## config.mk

```make
export PLATFORM = sky130hd
export DESIGN_NAME = multi_queue_buffer
export DESIGN_NICKNAME = d
export VERILOG_FILES = /design/src/source/buffer_cfg_pkg.sv /design/src/source/stream_pkg.sv /design/src/source/multi_queue_buffer.sv /design/src/source/queue_controller.sv /design/src/source/queue_memory.sv /design/src/source/word_fifo.sv
export SDC_FILE = /design/constraint.sdc
export NUM_CORES = 2
export LEC_CHECK = 0
export ABC_AREA = 0
export CORE_ASPECT_RATIO = 1.4
export CORE_MARGIN = 3
export CORE_UTILIZATION = 48
export CTS_BUF_LIST = sky130_fd_sc_hd__clkbuf_8
export DETAILED_ROUTE_END_ITERATION = 10
export DONT_BUFFER_PORTS = 1
export GPL_ROUTABILITY_DRIVEN = 1
export HOLD_SLACK_MARGIN = 0.02
export PLACE_DENSITY = 0.74
export SLEW_MARGIN = 10
export SYNTH_ARGS = -nofsm -noshare
export SYNTH_HDL_FRONTEND = slang
export SYNTH_SLANG_ARGS = --single-unit
export TNS_END_PERCENT = 20
```

## constraint.sdc

```tcl
create_clock -name clk -period 14.45 [get_ports clk]
set_clock_uncertainty 0.2 [all_clocks]
set_input_delay 2.1675 -clock clk [delete_from_list [all_inputs] [get_ports clk]]
set_output_delay 2.1675 -clock clk [all_outputs]
set_load 0.005 [all_outputs]
```

## src/source/buffer_cfg_pkg.sv

```systemverilog
package buffer_cfg_pkg;

    //////////////////////////////////////////////////////////////////////
    // queues and stream words
    //////////////////////////////////////////////////////////////////////

    localparam int NUM_QUEUES = 4;
    localparam int QUEUE_ID_WIDTH = $clog2(NUM_QUEUES);
    localparam int WORD_WIDTH = 32;

    //////////////////////////////////////////////////////////////////////
    // shared buffer memory
    //////////////////////////////////////////////////////////////////////

    // one fixed circular region per queue
    localparam int REGION_DEPTH = 16;
    localparam int MEM_DEPTH = NUM_QUEUES * REGION_DEPTH;
    localparam int MEM_ADDR_WIDTH = $clog2(MEM_DEPTH);
    localparam int REGION_PTR_WIDTH = $clog2(REGION_DEPTH);

    //////////////////////////////////////////////////////////////////////
    // ingress and egress fifos
    //////////////////////////////////////////////////////////////////////

    localparam int FIFO_DEPTH = 4;
    // one extra bit so a full fifo can report FIFO_DEPTH
    localparam int FIFO_COUNT_WIDTH = $clog2(FIFO_DEPTH) + 1;

endpackage

```

## src/source/stream_pkg.sv

```systemverilog
package stream_pkg;

    //////////////////////////////////////////////////////////////////////
    // stream payload
    //////////////////////////////////////////////////////////////////////

    // one word of a packet, last marks end of packet
    typedef struct packed {
        logic [buffer_cfg_pkg::WORD_WIDTH-1:0] data;
        logic                                  last;
    } stream_word_t;

    //////////////////////////////////////////////////////////////////////
    // buffer memory ports
    //////////////////////////////////////////////////////////////////////

    // write request, takes effect at the clock edge
    typedef struct packed {
        logic                                      en;
        logic [buffer_cfg_pkg::MEM_ADDR_WIDTH-1:0] addr;
        stream_word_t                              word;
    } mem_write_t;

    // read request, word comes back one cycle later
    typedef struct packed {
        logic                                      en;
        logic [buffer_cfg_pkg::MEM_ADDR_WIDTH-1:0] addr;
    } mem_read_t;

endpackage

```

## src/source/multi_queue_buffer.sv

```systemverilog
`timescale 1ns/1ps

module multi_queue_buffer
(
    input  logic                                                  clk,
    input  logic                                                  aresetn,
    input  stream_pkg::stream_word_t [buffer_cfg_pkg::NUM_QUEUES-1:0] in_word,
    input  logic [buffer_cfg_pkg::NUM_QUEUES-1:0]                 in_valid,
    output logic [buffer_cfg_pkg::NUM_QUEUES-1:0]                 in_ready,
    output stream_pkg::stream_word_t [buffer_cfg_pkg::NUM_QUEUES-1:0] out_word,
    output logic [buffer_cfg_pkg::NUM_QUEUES-1:0]                 out_valid,
    input  logic [buffer_cfg_pkg::NUM_QUEUES-1:0]                 out_ready
);

    logic [buffer_cfg_pkg::NUM_QUEUES-1:0]                ingress_empty;
    logic [buffer_cfg_pkg::NUM_QUEUES-1:0]                ingress_full;
    logic [buffer_cfg_pkg::NUM_QUEUES-1:0]                ingress_pop;
    stream_pkg::stream_word_t [buffer_cfg_pkg::NUM_QUEUES-1:0] ingress_word;
    logic [buffer_cfg_pkg::NUM_QUEUES-1:0]                egress_empty;
    logic [buffer_cfg_pkg::NUM_QUEUES-1:0]                egress_push;
    logic [buffer_cfg_pkg::NUM_QUEUES-1:0]
          [buffer_cfg_pkg::FIFO_COUNT_WIDTH-1:0]          egress_count;
    stream_pkg::mem_write_t                               mem_wr;
    stream_pkg::mem_read_t                                mem_rd;
    stream_pkg::stream_word_t                             mem_rd_word;

    //////////////////////////////////////////////////////////////////////
    // per-queue ingress and egress fifos
    //////////////////////////////////////////////////////////////////////

    for (genvar q = 0; q < buffer_cfg_pkg::NUM_QUEUES; q++)
    begin : queue_slot
        // stream side handshakes
        assign in_ready[q] = !ingress_full[q];
        assign out_valid[q] = !egress_empty[q];

        word_fifo ingress_fifo
        (
            .clk     (clk),
            .aresetn (aresetn),
            .push    (in_valid[q] && in_ready[q]),
            .pop     (ingress_pop[q]),
            .wdata   (in_word[q]),
            .rdata   (ingress_word[q]),
            .full    (ingress_full[q]),
            .empty   (ingress_empty[q]),
            .count   ()
        );

        // fed from the shared read port, room checked by the controller
        word_fifo egress_fifo
        (
            .clk     (clk),
            .aresetn (aresetn),
            .push    (egress_push[q]),
            .pop     (out_valid[q] && out_ready[q]),
            .wdata   (mem_rd_word),
            .rdata   (out_word[q]),
            .full    (),
            .empty   (egress_empty[q]),
            .count   (egress_count[q])
        );
    end

    //////////////////////////////////////////////////////////////////////
    // shared memory and controller
    //////////////////////////////////////////////////////////////////////

    queue_memory buffer_mem
    (
        .clk     (clk),
        .wr      (mem_wr),
        .rd      (mem_rd),
        .rd_word (mem_rd_word)
    );

    queue_controller controller
    (
        .clk           (clk),
        .aresetn       (aresetn),
        .ingress_empty (ingress_empty),
        .ingress_word  (ingress_word),
        .ingress_pop   (ingress_pop),
        .egress_count  (egress_count),
        .egress_push   (egress_push),
        .mem_wr        (mem_wr),
        .mem_rd        (mem_rd)
    );

endmodule

```

## src/source/queue_controller.sv

```systemverilog
`timescale 1ns/1ps

module queue_controller
(
    input  logic                                                  clk,
    input  logic                                                  aresetn,
    input  logic [buffer_cfg_pkg::NUM_QUEUES-1:0]                 ingress_empty,
    input  stream_pkg::stream_word_t [buffer_cfg_pkg::NUM_QUEUES-1:0] ingress_word,
    output logic [buffer_cfg_pkg::NUM_QUEUES-1:0]                 ingress_pop,
    input  logic [buffer_cfg_pkg::NUM_QUEUES-1:0]
                 [buffer_cfg_pkg::FIFO_COUNT_WIDTH-1:0]           egress_count,
    output logic [buffer_cfg_pkg::NUM_QUEUES-1:0]                 egress_push,
    output stream_pkg::mem_write_t                                mem_wr,
    output stream_pkg::mem_read_t                                 mem_rd
);

    // circular queue state of one region
    typedef struct packed {
        logic [buffer_cfg_pkg::REGION_PTR_WIDTH-1:0] head;
        logic [buffer_cfg_pkg::REGION_PTR_WIDTH-1:0] tail;
        logic [buffer_cfg_pkg::REGION_PTR_WIDTH:0]   count;
    } region_t;

    // arbiter result
    typedef struct packed {
        logic                                      valid;
        logic [buffer_cfg_pkg::QUEUE_ID_WIDTH-1:0] id;
    } grant_t;

    region_t [buffer_cfg_pkg::NUM_QUEUES-1:0]  region;
    logic [buffer_cfg_pkg::NUM_QUEUES-1:0]     wr_eligible;
    logic [buffer_cfg_pkg::NUM_QUEUES-1:0]     rd_eligible;
    logic [buffer_cfg_pkg::NUM_QUEUES-1:0]     rd_hit;
    grant_t                                    wr_grant;
    grant_t                                    rd_grant;
    logic [buffer_cfg_pkg::QUEUE_ID_WIDTH-1:0] last_wr;
    logic [buffer_cfg_pkg::QUEUE_ID_WIDTH-1:0] last_rd;
    logic                                      rd_inflight;
    logic [buffer_cfg_pkg::QUEUE_ID_WIDTH-1:0] rd_inflight_id;

    //////////////////////////////////////////////////////////////////////
    // helpers
    //////////////////////////////////////////////////////////////////////

    // round robin, search starts one past the last grant
    function automatic grant_t rr_pick
    (
        input logic [buffer_cfg_pkg::NUM_QUEUES-1:0]     eligible,
        input logic [buffer_cfg_pkg::QUEUE_ID_WIDTH-1:0] last
    );
        grant_t                                    pick;
        logic [buffer_cfg_pkg::QUEUE_ID_WIDTH-1:0] idx;
        pick = '0;
        // walk from the far end so the nearest candidate wins
        for (int i = buffer_cfg_pkg::NUM_QUEUES; i >= 1; i--)
        begin
            idx = last + i[buffer_cfg_pkg::QUEUE_ID_WIDTH-1:0];
            if (eligible[idx])
            begin
                pick.valid = 1'b1;
                pick.id = idx;
            end
        end
        return pick;
    endfunction

    // region base is queue id times REGION_DEPTH, so the id fills the top bits
    function automatic logic [buffer_cfg_pkg::MEM_ADDR_WIDTH-1:0] region_addr
    (
        input logic [buffer_cfg_pkg::QUEUE_ID_WIDTH-1:0]   id,
        input logic [buffer_cfg_pkg::REGION_PTR_WIDTH-1:0] ptr
    );
        return {id, ptr};
    endfunction

    //////////////////////////////////////////////////////////////////////
    // eligibility and grants
    //////////////////////////////////////////////////////////////////////

    always_comb
    begin
        for (int q = 0; q < buffer_cfg_pkg::NUM_QUEUES; q++)
        begin
            wr_eligible[q] = !ingress_empty[q]
                && (region[q].count != buffer_cfg_pkg::REGION_DEPTH);
            // the outstanding read already holds one egress slot
            if (rd_inflight && (rd_inflight_id == q))
                rd_eligible[q] = (region[q].count != 0)
                    && (egress_count[q] < buffer_cfg_pkg::FIFO_DEPTH - 1);
            else
                rd_eligible[q] = (region[q].count != 0)
                    && (egress_count[q] < buffer_cfg_pkg::FIFO_DEPTH);
        end
    end

    assign wr_grant = rr_pick(wr_eligible, last_wr);
    assign rd_grant = rr_pick(rd_eligible, last_rd);

    always_comb
    begin
        for (int q = 0; q < buffer_cfg_pkg::NUM_QUEUES; q++)
        begin
            ingress_pop[q] = wr_grant.valid && (wr_grant.id == q);
            rd_hit[q] = rd_grant.valid && (rd_grant.id == q);
            // read data lands one cycle after the request
            egress_push[q] = rd_inflight && (rd_inflight_id == q);
        end
    end

    // ingress head goes straight to the tail slot of its region
    always_comb
    begin
        mem_wr.en = wr_grant.valid;
        mem_wr.addr = region_addr(wr_grant.id, region[wr_grant.id].tail);
        mem_wr.word = ingress_word[wr_grant.id];
        mem_rd.en = rd_grant.valid;
        mem_rd.addr = region_addr(rd_grant.id, region[rd_grant.id].head);
    end

    //////////////////////////////////////////////////////////////////////
    // region pointers and arbiter state
    //////////////////////////////////////////////////////////////////////

    always_ff @(posedge clk)
    begin
        if (!aresetn)
        begin
            region <= '0;
            last_wr <= '0;
            last_rd <= '0;
            rd_inflight <= 1'b0;
            rd_inflight_id <= '0;
        end
        else
        begin
            for (int q = 0; q < buffer_cfg_pkg::NUM_QUEUES; q++)
            begin
                if (ingress_pop[q])
                    region[q].tail <= region[q].tail + 1'b1;
                if (rd_hit[q])
                    region[q].head <= region[q].head + 1'b1;
                // a write and a read together leave the count alone
                if (ingress_pop[q] && !rd_hit[q])
                    region[q].count <= region[q].count + 1'b1;
                else if (rd_hit[q] && !ingress_pop[q])
                    region[q].count <= region[q].count - 1'b1;
            end
            if (wr_grant.valid)
                last_wr <= wr_grant.id;
            if (rd_grant.valid)
                last_rd <= rd_grant.id;
            rd_inflight <= rd_grant.valid;
            rd_inflight_id <= rd_grant.id;
        end
    end

endmodule

```

## src/source/queue_memory.sv

```systemverilog
`timescale 1ns/1ps

module queue_memory
(
    input  logic                     clk,
    input  stream_pkg::mem_write_t   wr,
    input  stream_pkg::mem_read_t    rd,
    output stream_pkg::stream_word_t rd_word
);

    //////////////////////////////////////////////////////////////////////
    // storage for all four regions
    //////////////////////////////////////////////////////////////////////

    stream_pkg::stream_word_t mem [buffer_cfg_pkg::MEM_DEPTH];

    // write port
    always_ff @(posedge clk)
    begin
        if (wr.en)
            mem[wr.addr] <= wr.word;
    end

    // registered read port, one cycle of latency
    // a same-cycle write to rd.addr is seen from the next read on
    always_ff @(posedge clk)
    begin
        if (rd.en)
            rd_word <= mem[rd.addr];
    end

endmodule

```

## src/source/word_fifo.sv

```systemverilog
`timescale 1ns/1ps

module word_fifo
(
    input  logic                                        clk,
    input  logic                                        aresetn,
    input  logic                                        push,
    input  logic                                        pop,
    input  stream_pkg::stream_word_t                    wdata,
    output stream_pkg::stream_word_t                    rdata,
    output logic                                        full,
    output logic                                        empty,
    output logic [buffer_cfg_pkg::FIFO_COUNT_WIDTH-1:0] count
);

    stream_pkg::stream_word_t entries [buffer_cfg_pkg::FIFO_DEPTH];

    // pointers wrap on their own, depth is a power of two
    logic [$clog2(buffer_cfg_pkg::FIFO_DEPTH)-1:0] rd_ptr;
    logic [$clog2(buffer_cfg_pkg::FIFO_DEPTH)-1:0] wr_ptr;
    logic [buffer_cfg_pkg::FIFO_COUNT_WIDTH-1:0]   count_next;
    logic                                          do_push;
    logic                                          do_pop;

    // push on full and pop on empty are dropped here
    assign do_push = push && !full;
    assign do_pop = pop && !empty;

    // head of the queue, visible without a pop
    assign rdata = entries[rd_ptr];

    always_comb
    begin
        count_next = count;
        if (do_push && !do_pop)
            count_next = count + 1'b1;
        else if (do_pop && !do_push)
            count_next = count - 1'b1;
    end

    always_ff @(posedge clk)
    begin
        if (do_push)
            entries[wr_ptr] <= wdata;
    end

    always_ff @(posedge clk)
    begin
        if (!aresetn)
        begin
            rd_ptr <= '0;
            wr_ptr <= '0;
            count <= '0;
            full <= 1'b0;
            empty <= 1'b1;
        end
        else
        begin
            if (do_push)
                wr_ptr <= wr_ptr + 1'b1;
            if (do_pop)
                rd_ptr <= rd_ptr + 1'b1;
            count <= count_next;
            // flags follow the next count, so they stay registered
            full <= (count_next == buffer_cfg_pkg::FIFO_DEPTH);
            empty <= (count_next == 0);
        end
    end

endmodule

```

Word-level counts from Yosys, hierarchy flattened. Memories as Yosys holds them, arrays and structs flattened. A register that Yosys moved wholly into a read port is not among the register bits. Cells that the tools add are included.

Flip-flop bits (word level): 131. Bits in writable memories: 3168. Memories kept: 9.

Memory list: buffer_mem.mem (depth 64, bits a word 33, rd ports 1, clocked after memory_dff 1, write ports 1, line queue_memory.sv:15) `stream_pkg::stream_word_t mem [buffer_cfg_pkg::MEM_DEPTH];`; queue_slot[0].egress_fifo.entries (depth 4, bits a word 33, rd ports 1, clocked after memory_dff 1, write ports 1, line word_fifo.sv:16) `stream_pkg::stream_word_t entries [buffer_cfg_pkg::FIFO_DEPTH];`; queue_slot[0].ingress_fifo.entries (depth 4, bits a word 33, rd ports 1, clocked after memory_dff 1, write ports 1, line word_fifo.sv:16); queue_slot[1].egress_fifo.entries (depth 4, bits a word 33, rd ports 1, clocked after memory_dff 1, write ports 1, line word_fifo.sv:16); queue_slot[1].ingress_fifo.entries (depth 4, bits a word 33, rd ports 1, clocked after memory_dff 1, write ports 1, line word_fifo.sv:16); queue_slot[2].egress_fifo.entries (depth 4, bits a word 33, rd ports 1, clocked after memory_dff 1, write ports 1, line word_fifo.sv:16); 3 more memories.

Add/subtract/negate cells: 54. Order comparisons: 18. Equality and inequality tests: 21. Mux-type cells: 92. Reductions and logical operators: 131.

Operators with widths (count): $logic_and A1 B1 Y1 (72); $mux W3 (24); $bmux W33 S2 (1); $bmux W13 S2 (2); $logic_not A1 Y1 (40); $mux W5 (8); $add A2 B1 Y2 const B (18); $mux W33 (1); $add A4 B1 Y4 const B (8); $mux W2 (16); $lt A2 B3 Y1 const B (10); $mux W1 (30); $add A3 B1 Y3 const B (8); $eq A3 B3 Y1 const B (8); $logic_not A3 Y1 (8); $sub A3 B1 Y3 const B (8); $add A5 B1 Y5 const B (4); $ne A5 B5 Y1 const B (4); $reduce_bool A5 Y1 (4); $sub A5 B1 Y5 const B (4); $bmux W1 S2 (8); $mux W13 (1); $eq A2 B2 Y1 const B (6); $lt A3 B2 Y1 const B (4); other kinds (6) (19).

Logic depth before layout (Yosys ltp).
Depth after elaboration: 15. Mapped depth: 18.

Cells and area by module. Synthesis repeated with hierarchy kept, for this count alone.

Cell total of the unflattened synthesis: 6062. Area total of the unflattened synthesis: 129817.0 um2.

By module, submodules not included: queue_memory (instances 1, cells an instance 3598, area an instance 81523.2 um2, seq. area each 64411.8 um2); word_fifo (instances 8, cells an instance 240, area an instance 5406.4 um2, seq. area each 4184.0 um2); queue_controller (instances 1, cells an instance 528, area an instance 4962.3 um2, seq. area each 1181.1 um2); multi_queue_buffer (instances 1, cells an instance 16, area an instance 80.1 um2, seq. area each 0.0 um2).

Worst setup path before layout. Ideal clock, no wire load.

Kind: reg-to-reg. Start: register controller.region[26] in the netlist's numbering. End: memory buffer_mem.mem[0][10] in the netlist's numbering, data pin. Setup time: 0.588 ns. Data arrival time: 4.659 ns. Data required time: 13.662 ns. Slack: 9.003 ns. Cell stages (with the launch flop): 13. Path buffers: 5. Clock period less this slack: 5.447 ns. Cells stage by stage: dfxtp_1 > nor4_1 > a21oi_1 > nand2b_1 > a21oi_1 > or3_1 > clkbuf_1 > buf_1 > clkbuf_1 > clkbuf_1 > buf_1 > nand2_1 > a31oi_1.

RTL lines: start, declared (line queue_controller.sv:30) `region_t [buffer_cfg_pkg::NUM_QUEUES-1:0] region;`; end, declared (line queue_memory.sv:15).

Final worst setup path.
Start: register controller.rd_inflight_id[0] in the netlist's numbering. End: register, netlist name buffer_mem.rd_word[30].

Longest elaborated chain between the ends: 11. Elaborated cells between the ends (all ways): 26.

Ends and longest elaborated chain: start, declared (line queue_controller.sv:39) `logic [buffer_cfg_pkg::QUEUE_ID_WIDTH-1:0] rd_inflight_id;`; start signal, assigned (line queue_controller.sv:153) `rd_inflight_id <= rd_grant.id;`; $eq A2 B1 Y1 (tied with other cells) (line queue_controller.sv:87) `if (rd_inflight && (rd_inflight_id == q))`; $logic_and A1 B1 Y1 (line queue_controller.sv:87); $mux W1 (line queue_controller.sv:87); $bmux W1 S2 (line queue_controller.sv:58) `if (eligible[idx])`; $mux W1 (not written as such) (line queue_controller.sv:58); $mux W3 (3 in series) (line queue_controller.sv:58); $mux W3 (*) (line queue_controller.sv:58); $bmux W13 S2 (line queue_controller.sv:117) `mem_rd.addr = region_addr(rd_grant.id, region[rd_grant.id].head);`; $mux W13 (not written as such) (line queue_controller.sv:117).

Mark *: on every way between the ends. The rest lies on a longest branch, timed or not. The select of a mux whose other input is x is not followed. A chain may end at the register's enable or synchronous reset.

==> results.toml <==
[run_status]
run_status = "complete, no violations"

[cts]
cts_inserted_buffers = 481
clock_latency_ns = 1.08
cts_tree = "done"
postCtsHoldBufs = 0
clock-sinks = 3348
cts.clk_slew.worst_paths_ns = 0.06
cts_buffer_depth = 4
h-tree-depth = 5
postCtsSetupRepairBufs = 0
root_buffer = "clkbuf_8"
cts-resized-gates = 0

[critical_path]
max_stage_delay_ns = 0.99
crit_fanout = 145
path_common_cell = "buf_4"
critPathLaunchType = "flip-flop"
reg2reg_slack_ns = 6.89
cp-end-kind = "flip-flop"
crit_type = "flip-flop to flip-flop"
crit_slowest_cell = "buf_4"
critPathArrivalTime_ns = 8.10
cp_cell_sequence = "and3b_1, a221oi_2, o32ai_4, a21o_1, buf_4, a221oi_4, buf_4, a21o_4, buf_12, buf_12, buf_4, mux4_2, nand2_1, o2111ai_1, or4_1"
critPathRequiredTime_ns = 14.99

[finish]
mostFrequentLayoutCells = "3201 x edfxtp_1, 1163 x nand2_1, 552 x nand3_1, 495 x clkbuf_8, 426 x mux2i_1"
fillCellCount = 20700
drive_above_1_share_pct = 15.5
final_common_cell = "edfxtp_1"
syn_to_final_growth_pct = 10.3
nets = 8266
final_util_pct = 53.3

[grt]
grt_max_degree = 189
grtUsageTotal_pct = 24.9
antenna_found_initial = 24
grt_first_pass_wirelength_mm = 508
overflow = 0
grt_pass1_vias = 74600

[drt]
ant_nets = 0
wl_met1_mm = 118
drc = 0
vias_per_cell = 6.19
wl_met2_mm = 173
drt-pass1-iter-count = 8
wl_met3_mm = 36.7
highest_layer = "met5"
drt_iter0_drc = 9606
wl_mm = 352
routedWlPerCell_microns = 29.4
via_count = 74200

[yosys]
synth_top_flop_cell = "edfxtp_1"
syn_inst = 7819
async_reset_ff_share_pct = 0
synth_seq_area_share_pct = 75.7
ys_ff_latch = 3348
syn_nets = 8038
ys_types = 84
syn_area_sq_um = 131000
synth.avg_cell_area_sq_um = 16.7
synth_enable_flop_cells = 3201
ys_warn_count = 0

[die]
start_util_pct = 48.3
rows = 226
die_y_microns = 624
pin_count = 282
die_area_sq_um = 279000
core_sq_um = 271000
die_x_microns = 447

[timing]
fmax_mhz = 132
period_share_pct = 52.3
relSlewSlack_pct = 2.56
finalCriticalPeriod_ns = 7.56
setup_viol = 0
setup_tns_ns = 0
rsz0062_at_grt = "false"
worstMarginPinSlew_ns = 1.46
drv_slew = 0
hold_viol = 0

[place]
dp_hpwl_mm = 202
gp_congestion = 0.893
port_buffers = 0

[flow_run]
maxCapViolCount = 0

[hold_path]
hp-class = "flip-flop to flip-flop"
critical path, delay by kind of cell, from the launching register on:
family                 cells  cell delay, ns
AO/OA/AOI/OAI              6            1.89
AND/OR/NAND/NOR            3            0.80
buffers and inverters      5            2.92
flip-flops                 1            0.35
multiplexers               1            0.60
stage by stage:
step	instances	instance area (sq um)	setup WS [ns]	hold WS, ns
floorplan	7819	131000	9.00	0.252
finish	12000	144000	6.89	0.293
global placement	11100	136000	7.14	0.263
CTS	12000	144000	6.95	0.297
global route	12000	144000	6.63	0.325
detailed placement	11100	136000	7.08	0.289
cell families after synthesis:
group,after synthesis,share of synthesized area [%]
AO/OA/AOI/OAI,771,4.31
XOR/XNOR,75,0.502
adder cells (fa/ha/maj),77,0.759
buffers and inverters,548,2.02
flip-flops,3348,75.7
multiplexers,776,9.15
AND/OR/NAND/NOR,2224,7.59
registers in the layout, indices dropped and copies added (netlist names), 12 cells and up, named ones only:
| signal | count |
|---|---|
| buffer_mem.mem | 2112 |
| buffer_mem.rd_word | 33 |
| controller.region | 52 |
| queue_slot.egress_fifo.count | 12 |
| queue_slot.egress_fifo.entries | 528 |
| queue_slot.ingress_fifo.count | 12 |
| queue_slot.ingress_fifo.entries | 528 |
layer usage:
| metal | up-vias | track usage [%] |
|---|---|---|
| met5 | - | 0 |
| met2 | 4692 | 41.3 |
| met3 | 1075 | 5.69 |
| met1 | 37400 | 29.2 |
| li1 | 31000 | - |
| met4 | 4 | 15.9 |
path summary, 6_finish.rpt:
check                                                             start                                 end  depth (start not counted)
worst max-delay path            controller.rd_inflight_id[0]$_SDFF_PN0_    buffer_mem.rd_word[30]$_DFFE_PP_                         15
worst min-delay path                 controller.last_wr[0]$_SDFFE_PN0P_  controller.last_wr[0]$_SDFFE_PN0P_                          2
worst max register to register  controller.rd_inflight_id[0]$_SDFF_PN0_    buffer_mem.rd_word[30]$_DFFE_PP_                         15
worst min register to register       controller.last_wr[0]$_SDFFE_PN0P_  controller.last_wr[0]$_SDFFE_PN0P_                          2
Yosys cell counts, drive strengths merged, types with 110 or more instances:
cell type / instances / area share [%]
o21ai: 121 / 0.47
mux4: 334 / 5.7
nand2: 1164 / 3.3
mux2i: 431 / 3.3
a31oi: 110 / 0.53
nor2: 144 / 0.42
nand3: 552 / 2.1
a211oi: 116 / 0.67
and2: 141 / 0.67
dfxtp: 147 / 2.2
clkbuf: 211 / 0.60
buf: 238 / 1.1
edfxtp: 3201 / 73
final cells by class:
class	count	area (sq um)	share of cell area [%]
flip-flops and latches	3348	99100	68.6
multi-input cells	3923	30400	21.1
clock buffers	495	6810	4.72
well taps	3534	4420	3.06
clock inverters	369	1750	1.21
repair buffers	194	1550	1.08
inverters	99	372	0.257
diodes	25	62.6	0.0433
Power is not shown: default switching activity piles up to over one toggle a cycle in this logic, so the estimate is an artifact.
